--- src/hw/rv_front_params.svh ---
`ifndef RV_FRONT_PARAMS_SVH
`define RV_FRONT_PARAMS_SVH

// first fetch address
`define RESET_PC 32'h8000_0000

// fetch queue entries, power of two
`define QUEUE_DEPTH 4

`define XLEN 32

`endif

--- src/hw/rv_front_pkg.sv ---
`include "rv_front_params.svh"

package rv_front_pkg;

    // opcode/funct view of an instruction word
    typedef struct packed {
        logic [6:0] funct7;
        logic [4:0] rs2;
        logic [4:0] rs1;
        logic [2:0] funct3;
        logic [4:0] rd;
        logic [6:0] opcode;
    } inst_fields_t;

    // slices the immediate formats are assembled from
    typedef struct packed {
        logic       sign;      // bit 31
        logic [5:0] hi_30_25;
        logic [3:0] hi_24_21;
        logic       bit_20;
        logic [7:0] mid_19_12;
        logic [3:0] lo_11_8;
        logic       bit_7;
        logic [6:0] op;
    } inst_imm_t;

    typedef union packed {
        inst_fields_t fields;
        inst_imm_t    imm;
    } inst_u;

    typedef struct packed {
        logic [`XLEN-1:0] pc;
        inst_u            inst;
        logic             fault; // bus error on fetch
    } fetch_entry_t;

    typedef struct packed {
        logic [3:0]       alu_func;
        logic             alu_a_sel;
        logic             alu_b_sel;
        logic             w_en;
        logic [1:0]       w_sel;
        logic [2:0]       branch_type;
        logic             jump;
        logic             mem_rd_en;
        logic             mem_wr_en;
        logic [2:0]       mem_rd_ctrl;
        logic [7:0]       mem_wr_ctrl;
        logic             is_jal;
        logic             is_jalr;
        logic             illegal;
        logic [`XLEN-1:0] imm;
        logic [`XLEN-1:0] pc;
    } decoded_t;

    // write-back source
    localparam logic [1:0] W_SEL_NONE = 2'd0;
    localparam logic [1:0] W_SEL_PC4  = 2'd1;
    localparam logic [1:0] W_SEL_ALU  = 2'd2;
    localparam logic [1:0] W_SEL_MEM  = 2'd3;

    localparam logic [2:0] BR_NONE = 3'd0;
    localparam logic [2:0] BR_EQ   = 3'd1;
    localparam logic [2:0] BR_NE   = 3'd2;
    localparam logic [2:0] BR_LT   = 3'd3;
    localparam logic [2:0] BR_GE   = 3'd4;
    localparam logic [2:0] BR_LTU  = 3'd5;
    localparam logic [2:0] BR_GEU  = 3'd6;

    localparam logic [3:0] ALU_ADD  = 4'd0;
    localparam logic [3:0] ALU_SLL  = 4'd1;
    localparam logic [3:0] ALU_SLT  = 4'd2;
    localparam logic [3:0] ALU_SLTU = 4'd3;
    localparam logic [3:0] ALU_XOR  = 4'd4;
    localparam logic [3:0] ALU_SRL  = 4'd5;
    localparam logic [3:0] ALU_OR   = 4'd6;
    localparam logic [3:0] ALU_AND  = 4'd7;
    localparam logic [3:0] ALU_SUB  = 4'd8;
    localparam logic [3:0] ALU_SRA  = 4'd13;
    localparam logic [3:0] ALU_LUI  = 4'd14;

    localparam logic [2:0] MEM_RD_NONE = 3'd0;
    localparam logic [2:0] MEM_RD_LB   = 3'd1;
    localparam logic [2:0] MEM_RD_LBU  = 3'd2;
    localparam logic [2:0] MEM_RD_LH   = 3'd3;
    localparam logic [2:0] MEM_RD_LHU  = 3'd4;
    localparam logic [2:0] MEM_RD_LW   = 3'd5;

    localparam logic [7:0] MEM_WR_NONE = 8'd0;
    localparam logic [7:0] MEM_WR_SB   = 8'd1;
    localparam logic [7:0] MEM_WR_SH   = 8'd2;
    localparam logic [7:0] MEM_WR_SW   = 8'd3;

    localparam logic [6:0] OP_LUI    = 7'h37;
    localparam logic [6:0] OP_AUIPC  = 7'h17;
    localparam logic [6:0] OP_JAL    = 7'h6f;
    localparam logic [6:0] OP_JALR   = 7'h67;
    localparam logic [6:0] OP_BRANCH = 7'h63;
    localparam logic [6:0] OP_LOAD   = 7'h03;
    localparam logic [6:0] OP_STORE  = 7'h23;
    localparam logic [6:0] OP_IMM    = 7'h13;
    localparam logic [6:0] OP_REG    = 7'h33;

endpackage

--- src/hw/inst_stream_if.sv ---
`timescale 1ns/1ps

// fetched entries moving with valid/ready
interface inst_stream_if;

    logic                       valid;
    logic                       ready;
    rv_front_pkg::fetch_entry_t entry;

    modport src (
        output valid,
        output entry,
        input  ready
    );

    modport dst (
        input  valid,
        input  entry,
        output ready
    );

endinterface

--- src/hw/fetch_unit.sv ---
`timescale 1ns/1ps
`include "rv_front_params.svh"

module fetch_unit (
    input  logic               clk,
    input  logic               arst_n,
    output logic [`XLEN-1:0]   araddr,
    output logic [2:0]         arprot,
    output logic               arvalid,
    input  logic               arready,
    input  logic [`XLEN-1:0]   rdata,
    input  logic [1:0]         rresp,
    input  logic               rvalid,
    output logic               rready,
    inst_stream_if.src         push
);

    typedef enum logic [1:0] {
        S_ADDR,
        S_DATA,
        S_PUSH
    } state_t;

    state_t                     state;
    logic [`XLEN-1:0]           pc;
    logic                       push_valid;
    rv_front_pkg::fetch_entry_t entry;

    assign araddr     = pc;     // pc only moves outside S_ADDR
    assign arprot     = 3'b100; // instruction, secure, unprivileged
    assign push.valid = push_valid;
    assign push.entry = entry;

    always_ff @(posedge clk or negedge arst_n) begin
        if (!arst_n) begin
            state      <= S_ADDR;
            pc         <= `RESET_PC;
            arvalid    <= 1'b0;
            rready     <= 1'b0;
            push_valid <= 1'b0;
        end else begin
            case (state)
                S_ADDR: begin
                    if (!arvalid) begin
                        arvalid <= 1'b1;
                    end else if (arready) begin
                        arvalid <= 1'b0;
                        rready  <= 1'b1;
                        state   <= S_DATA;
                    end
                end
                S_DATA: begin
                    if (rvalid) begin
                        rready     <= 1'b0;
                        push_valid <= 1'b1;
                        state      <= S_PUSH;
                    end
                end
                S_PUSH: begin
                    // a full queue holds us here, so no new AR goes out
                    if (push.ready) begin
                        push_valid <= 1'b0;
                        pc         <= pc + 4;
                        state      <= S_ADDR;
                    end
                end
                default: state <= S_ADDR;
            endcase
        end
    end

    // capture the R beat
    always_ff @(posedge clk) begin
        if (rvalid && rready) begin
            entry.pc    <= pc;
            entry.inst  <= rdata;
            entry.fault <= |rresp; // SLVERR or DECERR
        end
    end

endmodule

--- src/hw/inst_queue.sv ---
`timescale 1ns/1ps
`include "rv_front_params.svh"

module inst_queue (
    input  logic       clk,
    input  logic       arst_n,
    inst_stream_if.dst wr,
    inst_stream_if.src rd
);

    localparam int PTR_W = $clog2(`QUEUE_DEPTH);
    localparam logic [PTR_W:0] DEPTH = `QUEUE_DEPTH;

    rv_front_pkg::fetch_entry_t mem [`QUEUE_DEPTH];
    logic [PTR_W-1:0]           wr_ptr;
    logic [PTR_W-1:0]           rd_ptr;
    logic [PTR_W:0]             count;
    logic                       push;
    logic                       pop;

    assign rd.valid = (count != '0);
    assign rd.entry = mem[rd_ptr];

    // full queue still takes a word when the head leaves this cycle
    assign wr.ready = (count != DEPTH) || rd.ready;

    assign push = wr.valid && wr.ready;
    assign pop  = rd.valid && rd.ready;

    always_ff @(posedge clk or negedge arst_n) begin
        if (!arst_n) begin
            wr_ptr <= '0;
            rd_ptr <= '0;
            count  <= '0;
        end else begin
            if (push) begin
                wr_ptr <= wr_ptr + 1'b1; // wraps, depth is a power of two
            end
            if (pop) begin
                rd_ptr <= rd_ptr + 1'b1;
            end
            case ({push, pop})
                2'b10:   count <= count + 1'b1;
                2'b01:   count <= count - 1'b1;
                default: count <= count;
            endcase
        end
    end

    always_ff @(posedge clk) begin
        if (push) begin
            mem[wr_ptr] <= wr.entry;
        end
    end

endmodule

--- src/hw/inst_decoder.sv ---
`timescale 1ns/1ps

module inst_decoder (
    input  logic                   clk,
    input  logic                   arst_n,
    inst_stream_if.dst             in,
    output logic                   out_valid,
    input  logic                   out_ready,
    output rv_front_pkg::decoded_t out
);

    rv_front_pkg::inst_fields_t fv;
    rv_front_pkg::inst_imm_t    iv;
    rv_front_pkg::decoded_t     dec;

    assign fv = in.entry.inst.fields;
    assign iv = in.entry.inst.imm;

    // a faulted word gets an opcode that matches nothing
    wire [6:0] opcode = in.entry.fault ? 7'h00 : fv.opcode;
    wire [2:0] f3     = fv.funct3;
    wire [6:0] f7     = fv.funct7;

    wire op_branch = (opcode == rv_front_pkg::OP_BRANCH);
    wire op_load   = (opcode == rv_front_pkg::OP_LOAD);
    wire op_store  = (opcode == rv_front_pkg::OP_STORE);
    wire op_imm    = (opcode == rv_front_pkg::OP_IMM);
    wire op_reg    = (opcode == rv_front_pkg::OP_REG);

    wire is_lui   = (opcode == rv_front_pkg::OP_LUI);
    wire is_auipc = (opcode == rv_front_pkg::OP_AUIPC);
    wire is_jal   = (opcode == rv_front_pkg::OP_JAL);
    wire is_jalr  = (opcode == rv_front_pkg::OP_JALR) && (f3 == 3'h0);
    wire is_beq   = op_branch && (f3 == 3'h0);
    wire is_bne   = op_branch && (f3 == 3'h1);
    wire is_blt   = op_branch && (f3 == 3'h4);
    wire is_bge   = op_branch && (f3 == 3'h5);
    wire is_bltu  = op_branch && (f3 == 3'h6);
    wire is_bgeu  = op_branch && (f3 == 3'h7);
    wire is_lb    = op_load && (f3 == 3'h0);
    wire is_lh    = op_load && (f3 == 3'h1);
    wire is_lw    = op_load && (f3 == 3'h2);
    wire is_lbu   = op_load && (f3 == 3'h4);
    wire is_lhu   = op_load && (f3 == 3'h5);
    wire is_sb    = op_store && (f3 == 3'h0);
    wire is_sh    = op_store && (f3 == 3'h1);
    wire is_sw    = op_store && (f3 == 3'h2);
    wire is_addi  = op_imm && (f3 == 3'h0);
    wire is_slti  = op_imm && (f3 == 3'h2);
    wire is_sltiu = op_imm && (f3 == 3'h3);
    wire is_xori  = op_imm && (f3 == 3'h4);
    wire is_ori   = op_imm && (f3 == 3'h6);
    wire is_andi  = op_imm && (f3 == 3'h7);
    wire is_slli  = op_imm && (f3 == 3'h1) && (f7 == 7'h00);
    wire is_srli  = op_imm && (f3 == 3'h5) && (f7 == 7'h00);
    wire is_srai  = op_imm && (f3 == 3'h5) && (f7 == 7'h20);
    wire is_add   = op_reg && (f3 == 3'h0) && (f7 == 7'h00);
    wire is_sub   = op_reg && (f3 == 3'h0) && (f7 == 7'h20);
    wire is_sll   = op_reg && (f3 == 3'h1) && (f7 == 7'h00);
    wire is_slt   = op_reg && (f3 == 3'h2) && (f7 == 7'h00);
    wire is_sltu  = op_reg && (f3 == 3'h3) && (f7 == 7'h00);
    wire is_xor   = op_reg && (f3 == 3'h4) && (f7 == 7'h00);
    wire is_srl   = op_reg && (f3 == 3'h5) && (f7 == 7'h00);
    wire is_sra   = op_reg && (f3 == 3'h5) && (f7 == 7'h20);
    wire is_or    = op_reg && (f3 == 3'h6) && (f7 == 7'h00);
    wire is_and   = op_reg && (f3 == 3'h7) && (f7 == 7'h00);

    // format groups
    wire grp_u    = is_lui | is_auipc;
    wire grp_b    = is_beq | is_bne | is_blt | is_bge | is_bltu | is_bgeu;
    wire grp_load = is_lb | is_lh | is_lw | is_lbu | is_lhu;
    wire grp_s    = is_sb | is_sh | is_sw;
    wire grp_aimm = is_addi | is_slti | is_sltiu | is_xori | is_ori | is_andi
                  | is_slli | is_srli | is_srai;
    wire grp_i    = is_jalr | grp_load | grp_aimm;
    wire grp_r    = is_add | is_sub | is_sll | is_slt | is_sltu | is_xor
                  | is_srl | is_sra | is_or | is_and;

    always_comb begin
        dec.alu_a_sel = grp_s | grp_i | grp_r; // rs1, else pc
        dec.alu_b_sel = !grp_r;                // imm, else rs2
        dec.w_en      = grp_u | is_jal | grp_i | grp_r;
        dec.jump      = is_jal | is_jalr;
        dec.mem_rd_en = grp_load;
        dec.mem_wr_en = grp_s;
        dec.is_jal    = is_jal;
        dec.is_jalr   = is_jalr;
        dec.illegal   = !(grp_u | is_jal | grp_i | grp_s | grp_b | grp_r);
        dec.pc        = in.entry.pc;

        if (is_jal || is_jalr) dec.w_sel = rv_front_pkg::W_SEL_PC4;
        else if (grp_aimm || grp_r || grp_u) dec.w_sel = rv_front_pkg::W_SEL_ALU;
        else if (grp_load) dec.w_sel = rv_front_pkg::W_SEL_MEM;
        else dec.w_sel = rv_front_pkg::W_SEL_NONE;

        if (is_beq) dec.branch_type = rv_front_pkg::BR_EQ;
        else if (is_bne) dec.branch_type = rv_front_pkg::BR_NE;
        else if (is_blt) dec.branch_type = rv_front_pkg::BR_LT;
        else if (is_bge) dec.branch_type = rv_front_pkg::BR_GE;
        else if (is_bltu) dec.branch_type = rv_front_pkg::BR_LTU;
        else if (is_bgeu) dec.branch_type = rv_front_pkg::BR_GEU;
        else dec.branch_type = rv_front_pkg::BR_NONE;

        // address math and add/addi all fall through to add
        if (is_sub) dec.alu_func = rv_front_pkg::ALU_SUB;
        else if (is_sll || is_slli) dec.alu_func = rv_front_pkg::ALU_SLL;
        else if (is_srl || is_srli) dec.alu_func = rv_front_pkg::ALU_SRL;
        else if (is_sra || is_srai) dec.alu_func = rv_front_pkg::ALU_SRA;
        else if (is_slt || is_slti) dec.alu_func = rv_front_pkg::ALU_SLT;
        else if (is_sltu || is_sltiu) dec.alu_func = rv_front_pkg::ALU_SLTU;
        else if (is_xor || is_xori) dec.alu_func = rv_front_pkg::ALU_XOR;
        else if (is_or || is_ori) dec.alu_func = rv_front_pkg::ALU_OR;
        else if (is_and || is_andi) dec.alu_func = rv_front_pkg::ALU_AND;
        else if (is_lui) dec.alu_func = rv_front_pkg::ALU_LUI;
        else dec.alu_func = rv_front_pkg::ALU_ADD;

        if (is_lb) dec.mem_rd_ctrl = rv_front_pkg::MEM_RD_LB;
        else if (is_lbu) dec.mem_rd_ctrl = rv_front_pkg::MEM_RD_LBU;
        else if (is_lh) dec.mem_rd_ctrl = rv_front_pkg::MEM_RD_LH;
        else if (is_lhu) dec.mem_rd_ctrl = rv_front_pkg::MEM_RD_LHU;
        else if (is_lw) dec.mem_rd_ctrl = rv_front_pkg::MEM_RD_LW;
        else dec.mem_rd_ctrl = rv_front_pkg::MEM_RD_NONE;

        if (is_sb) dec.mem_wr_ctrl = rv_front_pkg::MEM_WR_SB;
        else if (is_sh) dec.mem_wr_ctrl = rv_front_pkg::MEM_WR_SH;
        else if (is_sw) dec.mem_wr_ctrl = rv_front_pkg::MEM_WR_SW;
        else dec.mem_wr_ctrl = rv_front_pkg::MEM_WR_NONE;

        // sign-extended immediate per format, zero for R type
        if (grp_i) begin
            dec.imm = {{21{iv.sign}}, iv.hi_30_25, iv.hi_24_21, iv.bit_20};
        end else if (grp_s) begin
            dec.imm = {{21{iv.sign}}, iv.hi_30_25, iv.lo_11_8, iv.bit_7};
        end else if (grp_b) begin
            dec.imm = {{20{iv.sign}}, iv.bit_7, iv.hi_30_25, iv.lo_11_8, 1'b0};
        end else if (grp_u) begin
            dec.imm = {iv.sign, iv.hi_30_25, iv.hi_24_21, iv.bit_20, iv.mid_19_12, 12'h000};
        end else if (is_jal) begin
            dec.imm = {{12{iv.sign}}, iv.mid_19_12, iv.bit_20, iv.hi_30_25, iv.hi_24_21, 1'b0};
        end else begin
            dec.imm = '0;
        end
    end

    // one output register, refilled as it drains
    assign in.ready = !out_valid || out_ready;

    always_ff @(posedge clk or negedge arst_n) begin
        if (!arst_n) begin
            out_valid <= 1'b0;
        end else if (in.valid && in.ready) begin
            out_valid <= 1'b1;
        end else if (out_ready) begin
            out_valid <= 1'b0;
        end
    end

    always_ff @(posedge clk) begin
        if (in.valid && in.ready) begin
            out <= dec;
        end
    end

endmodule

--- src/hw/rv_front_top.sv ---
`timescale 1ns/1ps
`include "rv_front_params.svh"

module rv_front_top (
    input  logic             clk,
    input  logic             arst_n,
    // AXI4-Lite read master
    output logic [`XLEN-1:0] araddr,
    output logic [2:0]       arprot,
    output logic             arvalid,
    input  logic             arready,
    input  logic [`XLEN-1:0] rdata,
    input  logic [1:0]       rresp,
    input  logic             rvalid,
    output logic             rready,
    // decoded stream
    output logic             out_valid,
    input  logic             out_ready,
    output logic [3:0]       alu_func,
    output logic             alu_a_sel,
    output logic             alu_b_sel,
    output logic             w_en,
    output logic [1:0]       w_sel,
    output logic [2:0]       branch_type,
    output logic             jump,
    output logic             mem_rd_en,
    output logic             mem_wr_en,
    output logic [2:0]       mem_rd_ctrl,
    output logic [7:0]       mem_wr_ctrl,
    output logic             is_jal,
    output logic             is_jalr,
    output logic             illegal,
    output logic [`XLEN-1:0] imm,
    output logic [`XLEN-1:0] pc
);

    rv_front_pkg::decoded_t dec;

    inst_stream_if fetch_q ();
    inst_stream_if q_dec ();

    fetch_unit u_fetch (
        .clk     (clk),
        .arst_n  (arst_n),
        .araddr  (araddr),
        .arprot  (arprot),
        .arvalid (arvalid),
        .arready (arready),
        .rdata   (rdata),
        .rresp   (rresp),
        .rvalid  (rvalid),
        .rready  (rready),
        .push    (fetch_q.src)
    );

    inst_queue u_queue (
        .clk    (clk),
        .arst_n (arst_n),
        .wr     (fetch_q.dst),
        .rd     (q_dec.src)
    );

    inst_decoder u_dec (
        .clk       (clk),
        .arst_n    (arst_n),
        .in        (q_dec.dst),
        .out_valid (out_valid),
        .out_ready (out_ready),
        .out       (dec)
    );

    // flatten the bundle
    assign alu_func    = dec.alu_func;
    assign alu_a_sel   = dec.alu_a_sel;
    assign alu_b_sel   = dec.alu_b_sel;
    assign w_en        = dec.w_en;
    assign w_sel       = dec.w_sel;
    assign branch_type = dec.branch_type;
    assign jump        = dec.jump;
    assign mem_rd_en   = dec.mem_rd_en;
    assign mem_wr_en   = dec.mem_wr_en;
    assign mem_rd_ctrl = dec.mem_rd_ctrl;
    assign mem_wr_ctrl = dec.mem_wr_ctrl;
    assign is_jal      = dec.is_jal;
    assign is_jalr     = dec.is_jalr;
    assign illegal     = dec.illegal;
    assign imm         = dec.imm;
    assign pc          = dec.pc;

endmodule

--- config.mk ---
export PLATFORM = sky130hd
export DESIGN_NAME = rv_front_top
export DESIGN_NICKNAME = d
export VERILOG_FILES = /design/src/hw/rv_front_pkg.sv /design/src/hw/inst_stream_if.sv /design/src/hw/fetch_unit.sv /design/src/hw/inst_queue.sv /design/src/hw/inst_decoder.sv /design/src/hw/rv_front_top.sv
export VERILOG_INCLUDE_DIRS = /design/src /design/src/hw
export SDC_FILE = /design/constraint.sdc
export NUM_CORES = 1
export LEC_CHECK = 0
export BUFFER_PORTS_ARGS = -buffer_cell sky130_fd_sc_hd__buf_2
export CORE_MARGIN = 2
export CORE_UTILIZATION = 40
export CTS_CLUSTER_DIAMETER = 40
export DETAILED_ROUTE_END_ITERATION = 10
export PLACE_DENSITY = 0.66
export REMOVE_ABC_BUFFERS = 1
export SLEW_MARGIN = 20
export SYNTH_ARGS = -nofsm -noshare
export SYNTH_HDL_FRONTEND = slang
export SYNTH_SLANG_ARGS = --single-unit
--- constraint.sdc ---
create_clock -name clk -period 6.6 [get_ports clk]
set_clock_uncertainty 0.1 [all_clocks]
set_input_delay 0 -clock clk [delete_from_list [all_inputs] [get_ports clk]]
set_output_delay 0 -clock clk [all_outputs]
set_load 0.05 [all_outputs]
# --- Word level (Yosys, flattened, before mapping) ---
# Memories as Yosys holds them, arrays and structs flattened.
# Index checks and enable logic that the tools add are counted.
totals:
  elab_cells: 233
  register_bits: 203
  out_inout_bits: 131
  ramBits: 260
  mem_count: 1
  inputBits: 39
op_classes:
  bitwise: 40
  reduce_logical: 81
  add_sub_neg: 5
  muxes: 47
  n_eq_ne: 26
memory_table:
  columns: ["memory", "words", "width", "rd", "rd_ports_with_merged_regs", "wr", "line_no", "text"]
  rows:
  - ["u_queue.mem", 4, 65, 1, 0, 1, "inst_queue.sv:14", "rv_front_pkg::fetch_entry_t mem [`QUEUE_DEPTH];"]
op_table:
  columns: ["cell", "count"]
  rows:
  - ["$mux 32", 5]
  - ["$logic_and 1x1->1", 47]
  - ["$or 1x1->1", 40]
  - ["$mux 4", 9]
  - ["$add 32x3->32 const B", 1]
  - ["$eq 7x6->1 const B", 4]
  - ["$mux 2", 12]
  - ["$eq 7x7->1 const B", 3]
  - ["$mux 3", 5]
  - ["$eq 7x5->1 const B", 2]
  - ["$logic_or 1x1->1", 13]
  - ["$eq 3x3->1 const B", 4]
  - ["$mux 1", 11]
  - ["$reduce_and 4->1", 2]
  - ["$reduce_bool 2->1", 4]
  - ["$eq 7x2->1 const B", 1]
  - ["$logic_not 7->1", 1]
  - ["$mux 7", 1]
  - ["$eq 3x2->1 const B", 2]
  - ["$pmux 2 s3", 1]
  - ["$pmux 3 s2", 1]
  - ["$reduce_or 2->1", 3]
  - ["$reduce_or 3->1", 2]
  - ["$add 2x1->2 const B", 2]
  - ["other kinds (16)", 23]

# --- Logic depth before layout (Yosys ltp) ---
# An unclocked memory read counts as a cell.
depth:
  depth_word: 18
  depth_mapped: 11
  ltp_nobuf: 10

# --- By module ---
# A second synthesis with hierarchy kept.
hier_totals:
  cells_unflattened: 868
  area_unflattened_um2: 17176.5
modules_own_cells:
  columns: ["module", "n_inst", "cells_each", "seq_area_each_um2", "area_per_inst_um2"]
  rows:
  - ["inst_queue", 1, 379, 7982.7, 9794.4]
  - ["inst_decoder", 1, 273, 2637.5, 3802.4]
  - ["fetch_unit", 1, 216, 2768.9, 3579.7]

# --- Worst setup path before layout ---
# Ideal clock, no wire load.
synth_timing:
  path_type: "register -> register"
  from: "reg u_dec.out_valid"
  to: "reg u_queue.count[2]"
  period_less_slack_ps: 6147
  setup_ps: 79
  path_slack_ps: 453
  required_ps: 6421
  n_path_buf: 0
  path_stages_with_launch: 9
  arrival_time_ps: 5968
  path_cell_list: "dfrtp_1 -> nor2b_1 -> nor2_1 -> ha_1 -> inv_1 -> fa_1 -> xor2_1 -> nor2_1 -> xor2_1"
synth_between:
  word_cells_on_any_way: 9
  cone_classes: "2 x eq/ne; 1 x mux; 6 x reduce/logical"
synth_lines:
  columns: ["item", "line_no", "text"]
  rows:
  - ["start: declaration", "inst_decoder.sv:7", "output logic out_valid,"]
  - ["start signal: assignment", "inst_decoder.sv:150", "out_valid <= 1'b0;"]
  - ["start signal: assignment", "inst_decoder.sv:152", "out_valid <= 1'b1;"]
  - ["start signal: assignment", "inst_decoder.sv:154", "out_valid <= 1'b0;"]
  - ["$logic_not 1->1 (*)", "inst_decoder.sv:146", "assign in.ready = !out_valid || out_ready;"]
  - ["$logic_or 1x1->1 (*)", "inst_decoder.sv:146", null]
  - ["$logic_and 1x1->1 (*)", "inst_queue.sv:28", "assign pop = rd.valid && rd.ready;"]
  - ["named net u_queue.pop", "inst_queue.sv:19", "logic pop;"]
  - ["$eq 2x1->1 / $eq 2x2->1 (equally long branches)", "inst_queue.sv:42", "case ({push, pop})"]
  - ["$pmux 3 s2 / $reduce_bool 2->1 (equally long branches)", null, null]
  - ["end signal: assignment", "inst_queue.sv:43", "2'b10: count <= count + 1'b1;"]
  - ["end signal: assignment", "inst_queue.sv:44", "2'b01: count <= count - 1'b1;"]
  - ["end signal: assignment", "inst_queue.sv:45", "default: count <= count;"]
  - ["end: declaration", "inst_queue.sv:17", "logic [PTR_W:0] count;"]
# The timed path passes the listed nets; every way through them passes the cells marked *.
# A chain may end at the register's enable or synchronous reset.

==> results by group <==
Power
  – Peak VDD IR: between 300 and 400 uV
  – P per Cell Area: about 470 nW/um^2
  – Post-layout power: approximately 9.4 mW
  – Leakage power: 7.194 nW

Final layout
  – FILL cells: 3396
  – Layout cells sized above 1: ~30%
  – Nets@finish: 1113
  – Most common cell after layout, fill and taps aside: edfxtp_1
  – # diodes: 0
  – Most frequent cells in the layout: edfxtp_1, buf_2, mux4_2
  – Layout area overhead: 21.26%

STA
  – Period utilization: 60.70%
  – Final-report setup violation count: 0
  – Sum Neg Setup Slack: 0 ns
  – Hold Fails Final Rpt: 0
  – Slew Limit Fails: 0
  – Worst-margin pin slew: ~1.0 ns
  – Top achievable clock speed: 249.6 MHz
  – Slew margin rel.: 30.27%
  – Final Critical Period: 4.006 ns
  – RSZ-0062 raised after global routing: false

Critical path
  – CP Data Required Time: 6.81 ns
  – Max stage delay cell, worst path: dfrtp_4
  – Worst Path Max Fanout: 39
  – Critical Path AT: ~4.2 ns
  – Critical path cell sequence: buf_4 > mux4_2 > nor2_1 > o211ai_1 > a2111oi_4 > nor3_1 > and4_1
  – CP Launch Type: flip-flop
  – Crit path max-delay family: flip-flops
  – Endpoint class of the critical path: flip-flop
  – Worst Reg2Reg Path Length in Cells: 7
  – Crit path kind: reg2reg
  – Reg2reg end: u_dec.out[64]$_DFFE_PP_
  – R2R Setup Slk: 2.59 ns
  – Crit path buf inv count: 1
  – Crit path largest cell delay: 0.90 ns
  – R2r startpoint: u_queue.rd_ptr[0]$_DFFE_PN0P_

Yosys
  – Register area share after synthesis: 78.85%
  – Synth Warn #: 0
  – Yosys reg bits: between 400 and 500
  – Cell count after synthesis: 841
  – Mapped cell area: 16600 um^2
  – Async set-reset flop share out of synthesis: between 9 and 10%
  – Post-synth cell types: 59
  – Syn_area_per_cell: roughly 20 um^2
  – Post-synth EDFFs: 400
  – Top_reg_cell synth: edfxtp_1

Hold path
  – Hold Path Sink: u_fetch.push.entry[27]$_DFFE_PP_
  – Worst hold path type: in2reg
  – Hold Crit Start: rdata[26]
  – Hold path cells: 2

Die
  – Initial core utilization: slightly above 40%
  – Die area: between 40000 and 50000 um^2
  – Floorplan row count: 74
  – Die H: 207.7 um
  – Die Width: between 200 and 250 um
  – Core area: 40920 um^2
  – I/O pin count: 170

Run status
  – Status: finished clean

CTS
  – Clk_lat worst skew: 0.58 ns
  – Clock-pin slew on the worst setup and hold paths: approximately 0.060 ns
  – CTS resizes: 0
  – TritonCTS clock tree: done
  – CTS Sinks: 443
  – CTS Buf Count: 52
  – CTS root buf: clkbuf_16
  – H-tree levels: 2
  – CTS max path bufs: 3

Route
  – Post-DRT Antenna Nets: 0
  – Drt wl/cell: 19.56 um
  – Pre-Repair DR Iteration Count: 5
  – Vias per cell: 5.054
  – Violation count after the first detailed-routing iteration: around 430
  – DRC: 0
  – Via count: 8298
  – Post-Route WL: around 32000 um

Placement
  – Gpl congestion: 0.8468
  – Dpl hpwl: 19000 um
  – Port bufs: approximately 160

Global routing
  – Initial antenna violation count: 1
  – Gr usage total: 14.92%
  – First-pass GRT wire length: 49760 um
  – GRT overflow: 0
  – Vias in the first global route: 8565
  – Largest net degree at the start of global routing: 64

Flow run
  – Max-Cap Viols: 0
## sequential cells by signal, summed over array words and instances (netlist names)
signal and count:
u_queue.rd_ptr 2, u_queue.mem 252, u_fetch.push.valid 1, u_fetch.arvalid 1, u_fetch.state 2, u_fetch.push.entry 63
u_queue.wr_ptr 2, u_dec.out_valid 1, u_fetch.araddr 30, u_queue.count 3, u_fetch.rready 1, u_dec.out 85
## logic make-up (layout without fill, tap and decap cells)
logic type / count (synthesis) / in the layout / share of synthesized area [%]
adder cells (fa/ha/maj): 7 / 7 / 0.5728
AO/OA/AOI/OAI: 81 / 81 / 3.286
other: 2 / 13 / 0.04524
flip-flops: 443 / 443 / 78.85
XOR/XNOR: 36 / 36 / 1.899
AND/OR/NAND/NOR: 145 / 145 / 4.756
buffers and inverters: 61 / 319 / 1.899
multiplexers: 66 / 66 / 8.691
## synthesized netlist by cell type (all sizes together), types with 4 or more instances
cell	instances	area share [%]
a2111oi	8	0.54
a21boi	5	0.23
a21oi	26	0.78
a31oi	6	0.23
and2	5	0.19
and3	10	0.38
and4	6	0.32
buf	27	1.1
clkbuf	13	0.29
dfrtp	42	6.3
edfxtp	400	72
ha	6	0.45
inv	21	0.47
mux4	61	8.4
nand2	33	0.75
nand2b	4	0.15
nand3	11	0.33
nand4	7	0.26
nor2	32	0.74
nor2b	6	0.23
nor3	11	0.33
nor4	5	0.35
o211ai	4	0.18
o21ai	19	0.57
o2bb2ai	4	0.21
or2	4	0.15
xnor2	21	1.1
xor2	15	0.79
## layer usage
metal	track usage [%]	vias up	part of all wire [%]
met5	0	-	0.034
met4	3.497	2	1.5
met3	4.145	44	6.6
met2	25.09	254	50
met1	19.36	4220	42
li1	-	3778	-
## through the flow
step                      std cells  hold slack, ns  worst slack, ns  utilization (%)  instance area (um^2)
after global routing           1642         0.02669            2.335            49.19                 20130
after CTS                      1642        0.009165            2.541            49.16                 20120
after detailed placement       1505         0.03742            2.566            43.81                 17930
final                          1642         0.03643            2.594            49.19                 20130
after floorplan                 812         -0.3956           0.4527                -                 16400
after global placement         1505         0.03163            2.609            43.81                 17930
## repair_timing
item,in CTS,in global routing
hold buffers,40,0
setup buffers,0,0
hold endpoints to repair,82,0
## final cells by class
cell class	instances	area (um^2)	area share (%)
clock buffers	65	1380	6.856
clock inverters	32	409.1	2.033
inverters	21	78.83	0.3916
multi-input cells	348	3281	16.30
flip-flops and latches	443	13100	65.06
well taps	532	665.6	3.307
repair buffers	201	1219	6.054
## worst max-delay path by stage
| stage | start | cells past startpoint | slack [ns] | endpoint |
|---|---|---|---|---|
| final | u_queue.rd_ptr[0]$_DFFE_PN0P_ | 7 | 2.59 | u_dec.out[64]$_DFFE_PP_ |
| after global routing | u_queue.rd_ptr[0]$_DFFE_PN0P_ | 7 | 2.33 | u_dec.out[39]$_DFFE_PP_ |
| after CTS | u_queue.rd_ptr[0]$_DFFE_PN0P_ | 7 | 2.54 | u_dec.out[64]$_DFFE_PP_ |
| after detailed placement | u_queue.rd_ptr[0]$_DFFE_PN0P_ | 7 | 2.57 | u_dec.out[64]$_DFFE_PP_ |
| after global placement | u_queue.rd_ptr[0]$_DFFE_PN0P_ | 7 | 2.61 | u_dec.out[64]$_DFFE_PP_ |
| after floorplan | u_dec.out_valid$_DFFE_PN0P_ | 8 | 0.45 | u_queue.count[2]$_DFFE_PN0P_ |
## worst register-to-register path: stages, from the launching register on
cell       delay, ns
dfrtp_4         0.90
buf_4           0.72
mux4_2          0.63
nor2_1          0.16
o211ai_1        0.15
a2111oi_4       0.69
nor3_1          0.17
and4_1          0.25
## power by group
part | internal [mW] | total, mW | switching (mW)
clock | 1.78 | 2.90 | 1.13
sequential | 3.82 | 4.16 | 0.339
combinational | 0.719 | 2.31 | 1.59
Power figures use the tool's default switching activity.
